## config.mk

```make
export PLATFORM = sky130hd
export DESIGN_NAME = input_frontend_top
export DESIGN_NICKNAME = d
export VERILOG_FILES = /design/src/common/arcade_pkg.sv /design/src/common/key_state_if.sv /design/src/verilog/frontend_ctrl.sv /design/src/verilog/input_frontend_top.sv /design/src/verilog/player_input_merge.sv /design/src/verilog/ps2_key_tracker.sv /design/src/verilog/video_option_decode.sv
export SDC_FILE = /design/constraint.sdc
export NUM_CORES = 1
export LEC_CHECK = 0
export BUFFER_PORTS_ARGS = -buffer_cell sky130_fd_sc_hd__buf_2
export CORE_MARGIN = 2
export CORE_UTILIZATION = 29
export CTS_BUF_LIST = sky130_fd_sc_hd__clkbuf_8
export DETAILED_ROUTE_END_ITERATION = 7
export PLACE_DENSITY_LB_ADDON = 0.2
export SLEW_MARGIN = 10
export SYNTH_ARGS = -nofsm -noshare
export SYNTH_HDL_FRONTEND = slang
export SYNTH_SLANG_ARGS = --single-unit
```

## constraint.sdc

```tcl
create_clock -name clk_sys -period 1.85 [get_ports clk_sys]
set_input_delay 0.0925 -clock clk_sys [delete_from_list [all_inputs] [get_ports clk_sys]]
set_output_delay 0.0925 -clock clk_sys [all_outputs]
set_load 0.01 [all_outputs]
```

## src/common/arcade_pkg.sv

```systemverilog
/*
 * Shared definitions for the input and option front end
 *   Scan codes of the tracked keys and key count
 *   Status word union with raw and option views
 *   Player and joystick word layouts, core reset hold length
 */

package arcade_pkg;

  ////////////////////////////////////////
  // Keyboard scan codes
  ////////////////////////////////////////

  // Player 1 keys
  localparam logic [7:0] KEY_UP    = 8'h75;
  localparam logic [7:0] KEY_DOWN  = 8'h72;
  localparam logic [7:0] KEY_LEFT  = 8'h6b;
  localparam logic [7:0] KEY_RIGHT = 8'h74;
  localparam logic [7:0] KEY_CTRL  = 8'h14;
  localparam logic [7:0] KEY_ALT   = 8'h11;
  localparam logic [7:0] KEY_SPACE = 8'h29;
  localparam logic [7:0] KEY_1     = 8'h16;
  localparam logic [7:0] KEY_5     = 8'h2e;
  localparam logic [7:0] KEY_9     = 8'h46;
  // Player 2 keys
  localparam logic [7:0] KEY_R     = 8'h2d;
  localparam logic [7:0] KEY_F     = 8'h2b;
  localparam logic [7:0] KEY_D     = 8'h23;
  localparam logic [7:0] KEY_G     = 8'h34;
  localparam logic [7:0] KEY_A     = 8'h1c;
  localparam logic [7:0] KEY_S     = 8'h1b;
  localparam logic [7:0] KEY_Q     = 8'h15;
  localparam logic [7:0] KEY_2     = 8'h1e;
  localparam logic [7:0] KEY_6     = 8'h36;
  localparam logic [7:0] KEY_0     = 8'h45;
  // Shared pause key
  localparam logic [7:0] KEY_P     = 8'h4d;

  localparam int NUM_KEYS = 21;

  ////////////////////////////////////////
  // Reset hold
  ////////////////////////////////////////

  // Cycles of core reset after the last source drops
  localparam int RESET_HOLD   = 3;
  localparam int RESET_HOLD_W = $clog2(RESET_HOLD + 1);

  ////////////////////////////////////////
  // Word layouts
  ////////////////////////////////////////

  // Host status word, read as raw bits or as option fields
  typedef union packed {
    logic [31:0] raw;
    struct packed {
      logic [3:0]  offset_y;
      logic [3:0]  offset_x;
      logic [15:0] spare;
      logic        debug;
      logic [2:0]  fx;
      logic        flip;
      logic        rotate;
      logic        full_screen;
      logic        core_reset_req;
    } opt;
  } status_word_u;

  // Player control word as seen by the core
  typedef struct packed {
    logic service;
    logic coin;
    logic start;
    logic button_3;
    logic button_2;
    logic button_1;
    logic right;
    logic left;
    logic down;
    logic up;
  } player_word_t;

  // Host joystick word, right in bit 0
  typedef struct packed {
    logic service;
    logic pause;
    logic coin;
    logic start;
    logic button_3;
    logic button_2;
    logic button_1;
    logic up;
    logic down;
    logic left;
    logic right;
  } joy_word_t;

endpackage

```

## src/common/key_state_if.sv

```systemverilog
/*
 * Key state bundle between the key tracker and the input merger
 *   Player key words, pause key and a valid flag
 */

`timescale 1ns/1ps

interface key_state_if
  import arcade_pkg::*;
();

  // Key words in player layout
  player_word_t p1_keys;
  player_word_t p2_keys;
  // P key, shared by both players
  logic         pause_key;
  // Low until the key array has been cleared
  logic         key_valid;

  modport tracker (
    output p1_keys, p2_keys, pause_key, key_valid
  );

  modport merge (
    input p1_keys, p2_keys, pause_key, key_valid
  );

endinterface

```

## src/verilog/frontend_ctrl.sv

```systemverilog
/*
 * Front end control
 *   Four-phase key handshake FSM with one update strobe per event
 *   Core reset hold counter over all reset sources
 */

`timescale 1ns/1ps

module frontend_ctrl
  import arcade_pkg::*;
(
  input  logic         clk_sys,
  input  logic         reset,
  input  logic         key_req,
  output logic         key_ack,
  input  status_word_u status,
  input  logic         user_button,
  output logic         key_update,
  output logic         core_reset
);

  enum logic [1:0] {IDLE, UPDATE, ACK, WAIT_DROP} state;

  logic [RESET_HOLD_W-1:0] hold_cnt;
  logic                    reset_src;

  ////////////////////////////////////////
  // Key handshake
  ////////////////////////////////////////

  // Tracker writes the key while in UPDATE
  assign key_update = (state == UPDATE);

  always_ff @(posedge clk_sys) begin
    if (reset) begin
      state   <= IDLE;
      key_ack <= 1'b0;
    end else begin
      case (state)
        IDLE: begin
          // Ack from the last event drops here
          key_ack <= 1'b0;
          if (key_req && !key_ack) state <= UPDATE;
        end
        UPDATE: state <= ACK;
        ACK: begin
          // Merger output holds the event from this edge on
          key_ack <= 1'b1;
          state   <= WAIT_DROP;
        end
        WAIT_DROP: begin
          if (!key_req) state <= IDLE;
        end
        default: state <= IDLE;
      endcase
    end
  end

  ////////////////////////////////////////
  // Core reset
  ////////////////////////////////////////

  assign reset_src = reset | status.opt.core_reset_req | user_button;

  // Counter reloads while any source is up, then counts the hold down
  always_ff @(posedge clk_sys) begin
    if (reset_src) begin
      hold_cnt   <= RESET_HOLD_W'(RESET_HOLD);
      core_reset <= 1'b1;
    end else begin
      if (hold_cnt != '0) hold_cnt <= hold_cnt - 1'b1;
      core_reset <= (hold_cnt != '0);
    end
  end

endmodule

```

## src/verilog/input_frontend_top.sv

```systemverilog
/*
 * Input and option front end top level
 *   Handshake control, key tracker, input merge, video option decode
 */

`timescale 1ns/1ps

module input_frontend_top
  import arcade_pkg::*;
(
  input  logic         clk_sys,
  input  logic         reset,
  // Host keyboard handshake
  input  logic         key_req,
  output logic         key_ack,
  input  logic [7:0]   key_code,
  input  logic         key_pressed,
  // Joysticks and board button
  input  joy_word_t    joystick_0,
  input  joy_word_t    joystick_1,
  input  logic         user_button,
  // Host status word
  input  logic [31:0]  status,
  // Core controls
  output player_word_t player_1,
  output player_word_t player_2,
  output logic         pause,
  output logic         core_reset,
  // Video options
  output logic [7:0]   video_arx,
  output logic [7:0]   video_ary,
  output logic [1:0]   scanline,
  output logic         rotate,
  output logic         flip,
  output logic [3:0]   offset_x,
  output logic [3:0]   offset_y,
  output logic         debug
);

  logic key_update;

  key_state_if u_key_state_if ();

  ////////////////////////////////////////
  // Control
  ////////////////////////////////////////

  frontend_ctrl u_frontend_ctrl (
    .clk_sys     (clk_sys),
    .reset       (reset),
    .key_req     (key_req),
    .key_ack     (key_ack),
    .status      (status),
    .user_button (user_button),
    .key_update  (key_update),
    .core_reset  (core_reset)
  );

  ////////////////////////////////////////
  // Datapath
  ////////////////////////////////////////

  ps2_key_tracker u_ps2_key_tracker (
    .clk_sys     (clk_sys),
    .reset       (reset),
    .key_update  (key_update),
    .key_code    (key_code),
    .key_pressed (key_pressed),
    .keys        (u_key_state_if.tracker)
  );

  player_input_merge u_player_input_merge (
    .clk_sys    (clk_sys),
    .reset      (reset),
    .keys       (u_key_state_if.merge),
    .joystick_0 (joystick_0),
    .joystick_1 (joystick_1),
    .player_1   (player_1),
    .player_2   (player_2),
    .pause      (pause)
  );

  video_option_decode u_video_option_decode (
    .clk_sys   (clk_sys),
    .reset     (reset),
    .status    (status),
    .video_arx (video_arx),
    .video_ary (video_ary),
    .scanline  (scanline),
    .rotate    (rotate),
    .flip      (flip),
    .offset_x  (offset_x),
    .offset_y  (offset_y),
    .debug     (debug)
  );

endmodule

```

## src/verilog/player_input_merge.sv

```systemverilog
/*
 * Player input merge
 *   Registered OR of key words and joystick words per player
 *   Pause from the P key and both joystick pause bits
 */

`timescale 1ns/1ps

module player_input_merge
  import arcade_pkg::*;
(
  input  logic         clk_sys,
  input  logic         reset,
  key_state_if.merge   keys,
  input  joy_word_t    joystick_0,
  input  joy_word_t    joystick_1,
  output player_word_t player_1,
  output player_word_t player_2,
  output logic         pause
);

  // Joystick fields reordered into player layout, ORed with keys
  function automatic player_word_t merge_word(input player_word_t k, input joy_word_t j);
    player_word_t w;
    w.service  = k.service  | j.service;
    w.coin     = k.coin     | j.coin;
    w.start    = k.start    | j.start;
    w.button_3 = k.button_3 | j.button_3;
    w.button_2 = k.button_2 | j.button_2;
    w.button_1 = k.button_1 | j.button_1;
    w.right    = k.right    | j.right;
    w.left     = k.left     | j.left;
    w.down     = k.down     | j.down;
    w.up       = k.up       | j.up;
    return w;
  endfunction

  always_ff @(posedge clk_sys) begin
    if (reset) begin
      player_1 <= '0;
      player_2 <= '0;
      pause    <= 1'b0;
    end else begin
      // Keys count only once the tracker array is clean
      player_1 <= merge_word(keys.key_valid ? keys.p1_keys : '0, joystick_0);
      player_2 <= merge_word(keys.key_valid ? keys.p2_keys : '0, joystick_1);
      pause    <= (keys.key_valid & keys.pause_key) | joystick_0.pause | joystick_1.pause;
    end
  end

endmodule

```

## src/verilog/ps2_key_tracker.sv

```systemverilog
/*
 * Keyboard state tracker
 *   One pressed/released bit per mapped key
 *   Scan code decode and player word assembly
 */

`timescale 1ns/1ps

module ps2_key_tracker
  import arcade_pkg::*;
(
  input  logic        clk_sys,
  input  logic        reset,
  input  logic        key_update,
  input  logic [7:0]  key_code,
  input  logic        key_pressed,
  key_state_if.tracker keys
);

  // Bits 9:0 player 1, 19:10 player 2, both in player word order
  // Bit 20 is the pause key
  logic [NUM_KEYS-1:0]         key_state;
  logic [$clog2(NUM_KEYS)-1:0] key_idx;
  logic                        key_hit;
  logic                        valid_q;

  ////////////////////////////////////////
  // Scan code decode
  ////////////////////////////////////////

  always_comb begin
    key_hit = 1'b1;
    key_idx = '0;
    case (key_code)
      KEY_UP:    key_idx = 5'd0;
      KEY_DOWN:  key_idx = 5'd1;
      KEY_LEFT:  key_idx = 5'd2;
      KEY_RIGHT: key_idx = 5'd3;
      KEY_CTRL:  key_idx = 5'd4;
      KEY_ALT:   key_idx = 5'd5;
      KEY_SPACE: key_idx = 5'd6;
      KEY_1:     key_idx = 5'd7;
      KEY_5:     key_idx = 5'd8;
      KEY_9:     key_idx = 5'd9;
      KEY_R:     key_idx = 5'd10;
      KEY_F:     key_idx = 5'd11;
      KEY_D:     key_idx = 5'd12;
      KEY_G:     key_idx = 5'd13;
      KEY_A:     key_idx = 5'd14;
      KEY_S:     key_idx = 5'd15;
      KEY_Q:     key_idx = 5'd16;
      KEY_2:     key_idx = 5'd17;
      KEY_6:     key_idx = 5'd18;
      KEY_0:     key_idx = 5'd19;
      KEY_P:     key_idx = 5'd20;
      // Unknown codes leave the array alone
      default:   key_hit = 1'b0;
    endcase
  end

  ////////////////////////////////////////
  // State array
  ////////////////////////////////////////

  always_ff @(posedge clk_sys) begin
    if (reset) begin
      key_state <= '0;
      valid_q   <= 1'b0;
    end else begin
      valid_q <= 1'b1;
      if (key_update && key_hit) key_state[key_idx] <= key_pressed;
    end
  end

  // Index order already matches the player word layout
  assign keys.p1_keys   = player_word_t'(key_state[9:0]);
  assign keys.p2_keys   = player_word_t'(key_state[19:10]);
  assign keys.pause_key = key_state[20];
  assign keys.key_valid = valid_q;

endmodule

```

## src/verilog/video_option_decode.sv

```systemverilog
/*
 * Video option decode
 *   Registered status word, aspect ratio and scanline effect
 *   Rotate, flip, screen offsets and debug
 */

`timescale 1ns/1ps

module video_option_decode
  import arcade_pkg::*;
(
  input  logic         clk_sys,
  input  logic         reset,
  input  status_word_u status,
  output logic [7:0]   video_arx,
  output logic [7:0]   video_ary,
  output logic [1:0]   scanline,
  output logic         rotate,
  output logic         flip,
  output logic [3:0]   offset_x,
  output logic [3:0]   offset_y,
  output logic         debug
);

  status_word_u status_q;
  logic [2:0]   fx_m1;

  // Whole word captured once, fields read below
  always_ff @(posedge clk_sys) begin
    if (reset) status_q.raw <= '0;
    else       status_q.raw <= status.raw;
  end

  ////////////////////////////////////////
  // Aspect ratio
  ////////////////////////////////////////

  // Full screen 16:9, vertical 3:4, else 4:3
  assign video_arx = status_q.opt.full_screen ? 8'd16 : status_q.opt.rotate ? 8'd3 : 8'd4;
  assign video_ary = status_q.opt.full_screen ? 8'd9  : status_q.opt.rotate ? 8'd4 : 8'd3;

  // Fx 0 is no effect, 1 and up select scanline level fx-1
  assign fx_m1    = status_q.opt.fx - 3'd1;
  assign scanline = (status_q.opt.fx != 3'd0) ? fx_m1[1:0] : 2'd0;

  // Plain fields
  assign rotate   = status_q.opt.rotate;
  assign flip     = status_q.opt.flip;
  assign offset_x = status_q.opt.offset_x;
  assign offset_y = status_q.opt.offset_y;
  assign debug    = status_q.opt.debug;

endmodule
```

# Yosys cells after proc, flatten, opt, wreduce, memory -nomap -nowiden
# Cells that the tools add are included.
word_totals:
  regBits: 81
  inputBits: 67
  elab_cells: 110
op_classes:
  n_addsub: 2
  n_lt_le_gt_ge: 2
  eq_ne: 26
  muxes: 17
  n_bitwise: 25
  n_reduce_logical: 10
ops:
  columns: ["operator", "n"]
  rows:
  - ["$pmux 5 s20", 1]
  - ["$eq 8x5->1 const B", 7]
  - ["$eq 8x6->1 const B", 7]
  - ["$eq 8x7->1 const B", 7]
  - ["$or 1x1->1", 24]
  - ["$bwmux 21", 1]
  - ["$reduce_or 21->1", 1]
  - ["$mux 10", 2]
  - ["$mux 8", 2]
  - ["$pmux 2 s4", 1]
  - ["$lt 5x6->1 const B", 1]
  - ["$mux 2", 3]
  - ["$mux 3", 2]
  - ["$demux 1 s5", 1]
  - ["$ge 5x1->1 const B", 1]
  - ["$eq 2x2->1 const B", 2]
  - ["$reduce_bool 2->1", 2]
  - ["$sub 2x1->2 const B", 2]
  - ["$logic_and 1x1->1", 3]
  - ["$mux 1", 3]
  - ["$reduce_bool 3->1", 1]
  - ["$eq 2x1->1 const B", 1]
  - ["$logic_not 2->1", 1]
  - ["$ne 2x1->1 const B", 1]
  - ["5 further kinds", 5]

# Depth between registers and ports, before layout
# Gate-level depths: netlist (run 1).
logic_depth:
  depth_word: 7
  depth_mapped: 8
  mapped_depth_nobuf: 8

# By module
# A second synthesis (run 1) with hierarchy kept.
hier_totals:
  cells_unflattened: 353
  area_unflattened_um2: 3241.9
modules_own_cells:
  columns: ["module", "instances", "cells_per_inst", "area_each_um2", "seq_area_each_um2"]
  rows:
  - ["ps2_key_tracker", 1, 192, 1647.8, 440.4]
  - ["player_input_merge", 1, 67, 639.4, 420.4]
  - ["video_option_decode", 1, 61, 630.6, 300.3]
  - ["frontend_ctrl", 1, 33, 324.1, 120.1]

# Worst setup path before layout (run 1)
# No wires, ideal clock.
synth_timing:
  kind: "input -> register"
  from: "input key_code[7]"
  to: "register u_ps2_key_tracker.key_state[19]"
  setup_ns: 0.073
  arrival_time_ns: 1.650
  required_ns: 1.777
  path_slack_ns: 0.127
  stages: 6
  path_buffers: 0
  cell_sequence: "or3b_4 > or4b_1 > a21boi_1 > o211a_1 > nor3b_2 > mux2i_1"
synth_between:
  elab_chain_len: 7
synth_rtl:
  columns: ["item", "line", "text"]
  rows:
  - ["start, declared", "input_frontend_top.sv:16", "input logic [7:0] key_code,"]
  - ["$eq 8x7->1, or another cell as far along", "ps2_key_tracker.sv:34", "case (key_code)"]
  - ["$pmux 5 s20", "ps2_key_tracker.sv:34", null]
  - ["$lt 5x6->1 (not written as such) or $ge 5x1->1 (tied branches)", "ps2_key_tracker.sv:71", "if (key_update && key_hit) key_state[key_idx] <= key_pressed;"]
  - ["$logic_and 1x1->1 (not written as such)", "ps2_key_tracker.sv:71", null]
  - ["$mux 1 (not written as such)", "ps2_key_tracker.sv:71", null]
  - ["$demux 1 s5", null, null]
  - ["$bwmux 21", "ps2_key_tracker.sv:71", null]
  - ["end signal, assigned by index", "ps2_key_tracker.sv:71", null]
  - ["end, declared", "ps2_key_tracker.sv:22", "logic [NUM_KEYS-1:0] key_state;"]
# Parallel ways exist; a longest one is shown, timed or not.
# A chain may end at the register's enable or synchronous reset.

# Worst setup path after layout (run 1)
layout_timing:
  from: "register u_frontend_ctrl.state[1] (netlist name)"
  to: "register u_ps2_key_tracker.key_state[0]"
layout_between:
  elab_chain_len: 2
layout_rtl:
  columns: ["item", "line", "text"]
  rows:
  - ["start, declared", "frontend_ctrl.sv:22", "enum logic [1:0] {IDLE, UPDATE, ACK, WAIT_DROP} state;"]
  - ["start signal, assigned", "frontend_ctrl.sv:36", "state <= IDLE;"]
  - ["start signal, assigned", "frontend_ctrl.sv:43", "if (key_req && !key_ack) state <= UPDATE;"]
  - ["start signal, assigned", "frontend_ctrl.sv:45", "UPDATE: state <= ACK;"]
  - ["$eq 2x1->1", "frontend_ctrl.sv:32", "assign key_update = (state == UPDATE);"]
  - ["$logic_and 1x1->1", "ps2_key_tracker.sv:71", null]
# No other way between the ends.

==> results of run 1 <==
-- report_power, final --
group          total, mW  internal [mW]  leakage (nW)  switching (mW)
combinational      0.636          0.307          1.38           0.329
sequential          1.50           1.45         0.527          0.0440
clock               1.50          0.939         0.123           0.564
-- through the flow --
| stage | setup TNS (ns) | setup WS (ns) |
|---|---|---|
| 2_1_floorplan | 0 | 0.127 |
| 3_3_place_gp | -3.88 | -0.330 |
| 3_5_place_dp | -3.11 | -0.266 |
| 4_1_cts | 0 | 0.0877 |
| 5_1_grt | 0 | 0.0100 |
| 6_report | 0 | 0.118 |
-- worst max-delay path: stages (launching register included) --
cell,delay (ns)
dfxtp_1,0.33
inv_1,0.10
ha_1,0.19
inv_1,0.10
a2111o_1,0.41
or3_4,0.34
nand3_1,0.08
o21ai_1,0.06
-- layer usage --
metal,vias up,GRT usage,share of wire
met4,0,0.0352,0.0071
met5,-,0,0
met1,1249,0.178,0.47
met3,7,0.0480,0.059
li1,1414,-,-
met2,83,0.246,0.47
-- cells by family after synthesis --
| family | Yosys count | synth area share |
|---|---|---|
| buf+inv | 51 | 0.0950 |
| fa+ha+maj | 5 | 0.0213 |
| xor+xnor | 3 | 0.00895 |
| other cells | 1 | 0.00128 |
| simple gates | 142 | 0.266 |
| mux | 21 | 0.0720 |
| compound gates | 48 | 0.0997 |
| flops | 64 | 0.436 |
-- registers in the layout (all words and copies together), names as in the netlist --
signal                            count
u_frontend_ctrl.key_ack               1
u_frontend_ctrl.state                 2
u_player_input_merge.pause            1
u_ps2_key_tracker.key_state          21
u_player_input_merge.player_2        10
u_ps2_key_tracker.keys.key_valid      1
u_frontend_ctrl.hold_cnt              2
u_video_option_decode.status_q       15
u_player_input_merge.player_1        10
u_frontend_ctrl.core_reset            1
-- worst paths after layout --
check	slack [ns]	to	depth (start not counted)
max	0.12	u_ps2_key_tracker.key_state[0]	7
min	0.03	u_ps2_key_tracker.key_state[9]	3
max reg2reg	0.12	u_ps2_key_tracker.key_state[0]	7
min reg2reg	0.46	u_ps2_key_tracker.key_state[19]	2
-- repair_timing --
| action | CTS | global route |
|---|---|---|
| hold endpoints to repair | 39 | 0 |
| setup endpoints to repair | 0 | 4 |
| hold buffers | 39 | 0 |
| gates resized for setup | 0 | 3 |
-- layout make-up --
class,count,area (um^2),share of cell area
clock buffers,10,138,0.0317
well taps,133,166,0.0384
flip-flops and latches,64,1280,0.295
repair buffers,174,1170,0.269
clock inverters,6,115,0.0265
inverters,11,41.3,0.00952
multi-input cells,227,1430,0.329
-- cells in the mapped netlist, types with 7 or more instances --
master    instances
clkbuf_1         12
dfxtp_1          64
nand3_1          11
mux2i_1          20
inv_1            11
nor2_1           35
nand2_1          30
nor2b_1          21
nand3b_1          7
buf_4            21
a21oi_1          30
buf_2             7
==> flow_summary.json, run 1 <==
{
  "status": "finished clean",
  "stdcell_area_um2": 4340,
  "drive_gt1_frac": 0.327,
  "placed_cells": 570,
  "min_path_type": "input pin to flip-flop",
  "cp.required_ns": 2.06,
  "syn_to_final_growth_pct": 47.7,
  "antennaDiodeCount": 0,
  "final_common_cell": "buf_2",
  "post-route-period-util": 0.936,
  "grt-ovfl-total": 0,
  "synth_top_area_share": 0.436,
  "synth_ff_type": "dfxtp_1",
  "grt_pass1_wl_um": 12900,
  "drv_slew": 0,
  "cts_tree": "built",
  "holdWs_ns": 0.0268,
  "htreeDepth": 3,
  "min_from": "key_pressed",
  "final_hold_viol_count": 0,
  "finalWirelength_um": 7720,
  "synth.cell_area_um2": 2940,
  "grt_setup_unrepaired": "false",
  "yosys-top-cells-area": "dfxtp_1 (44%), mux2i_1 (6.8%), buf_4 (5.4%), a21oi_1 (5.1%), nor2_1 (4.5%)",
  "gp_congestion": 0.839,
  "syn_area_per_cell_um2": 8.77,
  "synth-edff-count": 0,
  "cap_violations": 0,
  "rows": 36,
  "clkTransAtPathRegs_ns": 0.07,
  "layout_common_cells": "buf_2 (94), dfxtp_1 (64), buf_4 (41)",
  "drt_iter0_drc": 143,
  "core_area_um2": 9820,
  "cp.arrival_ns": 1.94,
  "syn_inst": 335,
  "pwr_density_cell_nw_per_um2": 838,
  "die_y_um": 105,
  "io_pins": 119,
  "initial_utilization": 0.299,
  "clk-insertion-delay-late_ns": 0.34,
  "vdd_drop_max_uv": 445,
  "finalCriticalPeriod_ns": 1.73,
  "worstPathMaxFanout": 4,
  "wl_per_cell_um": 12.4,
  "crit_start": "u_frontend_ctrl.state[1]",
  "fin_total_pwr_mw": 3.63,
  "track_usage": 0.145,
  "slew_headroom": 0.420,
  "timing.rr.start": "u_frontend_ctrl.state[1]",
  "yosysUniqueCellTypes": 46,
  "p_leak_nw": 2.03,
  "setup_viol": 0,
  "cts_num_sinks": 64,
  "num_vias": 2753,
  "ys_ff_latch": 64,
  "ant_nets": 0,
  "grt_pass1_vias": 2778,
  "portBuffers": 94,
  "grt_start_max_net_pins": 28,
  "postPlaceCellArea_um2": 3680,
  "end_kind": "flip-flop",
  "cts_buffers": 9,
  "skew_ns": 0.0101,
  "async_reset_ff_frac": 0,
  "drc_errors": 0,
  "ys_warn_count": 0,
  "die_x_um": 105,
  "tightest_slew_ns": 0.865,
  "fin_util": 0.442,
  "nFillCells": 993,
  "clk_path_buf_depth": 2,
  "fin_nets": 559,
  "yosysTopAreaCell": "dfxtp_1",
  "vias_per_cell": 4.40,
  "clock.fmax_mhz": 577,
  "ys_seq_area_frac": 0.436,
  "path_class": "flip-flop to flip-flop",
  "dr.pass1.iters": 4,
  "cts_root_buf": "clkbuf_8",
  "post_cts_buffers": 0,
  "cp-start-kind": "flip-flop",
  "stdcell_count": 625,
  "antenna_found_initial": 0,
  "fp.dieArea_um2": 11000,
  "detailed_place_hpwl_um": 5390
}
(Power assumes the default switching activity.)
==> run 2: changes to the inputs <==
ABC_AREA = 1   (was default)
==> run 2 against run 1 <==
Clock power hardly changed. Flip-flop and latch count is the same. Count of clock-buffer cells in the layout did not move. Die area increased by 4.3%. Clock skew down 0.0034 ns. Core utilization shrank 3.5 points. Power grew 0.71%. Final area fell by 3.2%. Global-route usage shrank 1.2 points. Combinational power up 4.1%. Synthesized area grew 4.5%. First-iteration DRC count shrank 14%.
==> flow_summary.json, run 2 <==
{
  "antenna_found_initial": 0,
  "finalCriticalPeriod_ns": 1.34,
  "reg_top3": "u_ps2_key_tracker.key_state: 21 flops, u_video_option_decode.status_q: 15 flops",
  "num_vias": 2876,
  "initial_utilization": 0.297,
  "stdcell_count": 678,
  "ys_ff_latch": 64,
  "ff2ff_setup_slack_ns": 0.51,
  "fin_setup_tns_ns": 0,
  "postPlaceCellArea_um2": 3560,
  "stdcell_area_um2": 4200,
  "finalWirelength_um": 7210,
  "nFillCells": 1049,
  "syn_inst": 418,
  "drive_gt1_frac": 0.286,
  "synth_xor_xnor_area_share": 0,
  "synth_top_family_by_area": "simple AND/OR/NAND/NOR gates",
  "grt_start_max_net_pins": 34,
  "cts_buffers": 9,
  "min_path_type": "input pin to flip-flop",
  "cts_root_buf": "clkbuf_8",
  "die_y_um": 107,
  "cp-start-kind": "input pin",
  "wl_per_cell_um": 10.6,
  "clkTransAtPathRegs_ns": 0.07,
  "p_leak_nw": 2.18,
  "pwr_density_cell_nw_per_um2": 871,
  "io_pins": 119,
  "largest_reg_flops": 21,
  "grt_pass1_wl_um": 12300,
  "portBuffers": 94,
  "cp.arrival_ns": 1.57,
  "async_reset_ff_frac": 0,
  "yosys-top-cells-area": "dfxtp_1 (42%), nor2_1 (8.9%), nand2_1 (7.6%), inv_1 (7.3%), a21oi_1 (5.5%)",
  "cap_violations": 0,
  "cts_num_sinks": 64,
  "grt_setup_unrepaired": "false",
  "layout_common_cells": "buf_2 (94), nor2_1 (73), dfxtp_1 (64)",
  "synth-compound-area-share": 0.0909,
  "final_common_cell": "buf_2",
  "skew_ns": 0.00664,
  "synth_ff_type": "dfxtp_1",
  "syn_area_per_cell_um2": 7.35,
  "path_class": "input pin to flip-flop",
  "synth.cell_area_um2": 3070,
  "grt-ovfl-total": 0,
  "ys_warn_count": 0,
  "synth-edff-count": 0,
  "antennaDiodeCount": 0,
  "end_kind": "flip-flop",
  "fin_total_pwr_mw": 3.66,
  "cts_tree": "built",
  "syn_to_final_growth_pct": 36.8,
  "post_cts_buffers": 0,
  "dr.pass1.iters": 4,
  "setup_viol": 0,
  "grt_pass1_vias": 2773,
  "drt_iter0_drc": 123,
  "vdd_drop_max_uv": 538,
  "detailed_place_hpwl_um": 5180,
  "cp.required_ns": 2.07,
  "yosysUniqueCellTypes": 30,
  "post-route-period-util": 0.727,
  "worstPathMaxFanout": 3,
  "top_register": "u_ps2_key_tracker.key_state",
  "placed_cells": 623,
  "rows": 37,
  "fp.dieArea_um2": 11400,
  "htreeDepth": 3,
  "clk-insertion-delay-late_ns": 0.34,
  "vias_per_cell": 4.24,
  "synthSimpleGateAreaFrac": 0.314,
  "yosysTopAreaCell": "dfxtp_1",
  "synth_most_common_cell": "nor2_1",
  "status": "finished clean",
  "synthMuxAreaShare": 0,
  "synth_top_area_share": 0.417,
  "clk_path_buf_depth": 2,
  "fin_nets": 609,
  "clock.fmax_mhz": 744,
  "synth_fa_ha_area_frac": 0.0204,
  "final_hold_viol_count": 0,
  "ys_seq_area_frac": 0.417,
  "core_area_um2": 10300,
  "track_usage": 0.133,
  "die_x_um": 107,
  "drc_errors": 0,
  "ant_nets": 0,
  "yosys-top-cells-count": "nor2_1 (73), dfxtp_1 (64), nand2_1 (62)",
  "gp_congestion": 0.859,
  "drv_slew": 0
}
## run 2: final cells by class
class	count	area (um^2)	area share
Clock inverter	6	115	0.0274
Tap cell	136	170	0.0405
Inverter	63	236	0.0563
Sequential cell	64	1280	0.305
Timing Repair Buffer	138	923	0.220
Clock buffer	10	138	0.0328
Multi-Input combinational cell	261	1340	0.318
## run 2: through the flow
stage                     hold slack (ns)   util  worst slack [ns]
after floorplan                     0.199      -             0.511
after global placement              0.291  0.345             0.215
after detailed placement            0.299  0.345             0.188
after CTS                           0.123  0.407             0.521
after global routing                0.163  0.407             0.326
final                               0.150  0.407             0.505
## run 2: routing by layer
metal  vias to the layer above  GRT usage  share of wire
met2                        86      0.222           0.47
met4                         0     0.0390          0.014
li1                       1509          -              -
met3                        14     0.0383          0.059
met1                      1267      0.167           0.46
met5                         -          0              0
## run 2: worst max-delay path, stage by stage
cell and delay (ns):
dlygate4sd3_1 0.54, buf_2 0.12, nor3_1 0.11, dlygate4sd3_1 0.61
o21ai_0 0.10
## run 2: logic make-up (layout without fill, tap and decap cells)
family | count (synthesis) | after routing
adders and majority gates | 5 | 5
AOI/OAI and AO/OA | 50 | 50
other | 1 | 8
DFF | 64 | 64
buffers and inverters | 100 | 217
and+or+nand+nor | 198 | 198
## run 2: power by group
group | internal, mW | leakage, nW | total [mW] | switching [mW]
sequential | 1.45 | 0.527 | 1.48 | 0.0352
combinational | 0.268 | 1.53 | 0.662 | 0.394
clock | 0.939 | 0.123 | 1.51 | 0.575
total | 2.66 | 2.18 | 3.66 | 1.00
## run 2: worst paths after layout
check	start	to	cells past startpoint
setup / recovery	user_button	u_frontend_ctrl.hold_cnt[0]	5
hold / removal	key_req	u_frontend_ctrl.state[1]	4
hold reg to reg	u_ps2_key_tracker.key_state[20]	u_player_input_merge.pause	2
setup reg to reg	u_frontend_ctrl.state[0]	u_frontend_ctrl.state[0]	6
## run 2: timing repair
item	4_1_cts	5_1_grt
gates resized for setup	0	0
hold buffers	39	0
setup endpoints to repair	0	0
endpoints found under the hold margin	39	0
==> run 3: changes to the inputs <==
clock period = 1.2 ns   (was 1.85 ns; I/O delays follow)
==> run 3 against run 2 <==
The flow now finishes with violations (negative setup slack). First-iteration DRC count rose by 37%. Wire length rose by 16%. Die area did not move. Sequential share of layout area fell by 4.3 points. Sequential power rose by 57%. Largest power group unchanged. Highest routed layer unchanged.
==> flow_summary.json, run 3 (synthesized netlist as in run 2, its figures left out) <==
{
  "status": "finished, violations left",
  "violations": "negative setup slack",
  "track_usage": 0.140,
  "antenna_found_initial": 0,
  "drive_gt1_frac": 0.423,
  "wl_met1_um": 3560,
  "setup_viol": 1,
  "grt_setup_unrepaired": "true",
  "critPathTopFamily": "flip-flops",
  "setup_ws_ns": -0.00618,
  "wl_per_cell_um": 11.5,
  "cp.arrival_ns": 1.45,
  "endpoint": "u_ps2_key_tracker.key_state[16]",
  "rr_endpoint": "u_ps2_key_tracker.key_state[16]",
  "placed_cells": 658,
  "critPathMaxStageDelay_ns": 0.35,
  "finalWirelength_um": 8370,
  "layout_common_cells": "buf_2 (87), nor2_1 (65), dfxtp_1 (61)",
  "end_kind": "flip-flop",
  "ant_nets": 0,
  "syn_to_final_growth_pct": 59.8,
  "min_path_type": "input pin to flip-flop",
  "ff2ff_path_depth": 8,
  "cp-start-kind": "flip-flop",
  "holdWs_ns": 0.140,
  "fin_total_pwr_mw": 6.26,
  "worstPathMaxFanout": 8,
  "p_leak_nw": 2.49,
  "clk-insertion-delay-late_ns": 0.34,
  "vdd_drop_max_uv": 778,
  "skew_ns": 0.00840,
  "grt_start_max_net_pins": 25,
  "critPathBufInv": 3,
  "largest_reg_flops": 21,
  "cap_violations": 0,
  "cts_root_buf": "clkbuf_8",
  "top_register": "u_ps2_key_tracker.key_state",
  "cts_tree": "built",
  "die_x_um": 107,
  "final_hold_viol_count": 0,
  "path_class": "flip-flop to flip-flop",
  "drt_iter0_drc": 169,
  "fin_util": 0.475,
  "grt_pass1_vias": 2925,
  "reg_top3": "u_ps2_key_tracker.key_state: 21 flops, u_video_option_decode.status_q: 15 flops",
  "io_pins": 119,
  "dr_wl_met2_um": 4320,
  "gp_congestion": 0.879,
  "fp.dieArea_um2": 11400,
  "clk_path_buf_depth": 2,
  "rows": 37,
  "clkTransAtPathRegs_ns": 0.07,
  "dr.pass1.iters": 4,
  "fin_nets": 656,
  "clock.fmax_mhz": 829,
  "ff2ff_setup_slack_ns": -0.006,
  "stdcell_count": 725,
  "die_y_um": 107,
  "grt-ovfl-total": 0,
  "core_area_um2": 10300,
  "antennaDiodeCount": 0,
  "drv_slew": 0,
  "wl_met3_um": 399,
  "post-route-period-util": 1.01,
  "cts_num_sinks": 64,
  "worstPathCellList": "inv_4 > ha_4 > buf_12 > buf_12 > nand3b_1 > nand2_1 > nand2_1 > nor2_1",
  "critPathSlowestCell": "dfxtp_2",
  "initial_utilization": 0.297,
  "cp.required_ns": 1.45,
  "cp.depth": 8,
  "crit_start": "u_frontend_ctrl.state[1]",
  "final_common_cell": "buf_2",
  "detailed_place_hpwl_um": 5590,
  "finalCriticalPeriod_ns": 1.21,
  "grt_pass1_wl_um": 12800,
  "drc_errors": 0,
  "vias_per_cell": 4.32,
  "htreeDepth": 3,
  "portBuffers": 94,
  "cts_buffers": 9,
  "timing.rr.start": "u_frontend_ctrl.state[1]",
  "highest_layer": "met4",
  "pwr_density_cell_nw_per_um2": 1280,
  "num_vias": 3135
}
[run 3: changes by cell type in the layout (fill, tap and decap cells not counted), sizes merged]
cell | previous run | this run
nand2 | 80 | 81
clkinvlp | 1 | 2
clkbuf | 10 | 13
dlygate4sd3 | 39 | 40
inv | 64 | 62
buf | 99 | 142
[run 3: worst min path at each step]
stage | end | startpoint | depth (start not counted)
global placement | u_video_option_decode.status_q[26] | status[26] | 3
global route | u_ps2_key_tracker.key_state[20] | key_pressed | 3
floorplan | u_video_option_decode.status_q[1] | status[1] | 2
finish | u_ps2_key_tracker.key_state[12] | key_pressed | 3
detailed placement | u_video_option_decode.status_q[28] | status[28] | 3
CTS | u_ps2_key_tracker.key_state[12] | key_pressed | 3
[run 3: stage by stage]
stage	worst slack, ns	cell area, um^2	setup TNS [ns]
global placement	-0.358	3890	-6.92
global route	-0.0705	4910	-0.433
detailed placement	-0.410	3890	-7.24
floorplan	-0.0165	3160	-0.0189
CTS	-0.0167	4580	-0.0167
finish	-0.00618	4910	-0.00618
[run 3: power by group]
part           switching (mW)  total, mW  internal [mW]
logic                   0.773       1.59          0.813
registers              0.0738       2.32           2.25
clock network           0.862       2.35           1.49
[run 3: final cells by class]
| cell class | instances | area [um^2] |
|---|---|---|
| clock inverters | 5 | 103 |
| multi-input cells | 262 | 1530 |
| fillers | 1025 | 5420 |
| clock buffers | 11 | 151 |
| inverters | 63 | 269 |
| well taps | 136 | 170 |
| repair buffers | 184 | 1400 |
| flip-flops and latches | 64 | 1290 |
[run 3: per-layer routing]
layer / up-vias / global-route usage
met5: - / 0
met4: 0 / 0.0427
met3: 11 / 0.0438
met2: 80 / 0.259
met1: 1437 / 0.153
li1: 1607 / -
[run 3: worst register-to-register path: stages, from the launching register on]
cell and delay (ns):
dfxtp_2 0.35, inv_4 0.05, ha_4 0.16, buf_12 0.14, buf_12 0.13, nand3b_1 0.11, nand2_1 0.06, nand2_1 0.06
nor2_1 0.05
[run 3: timing repair]
action	in CTS	in global routing
setup endpoints to repair	17	28
gates cloned	0	3
resized for setup	9	72
endpoints found under the hold margin	39	0
buffers inserted	2	6
hold buffers	40	0
pin swaps	5	31
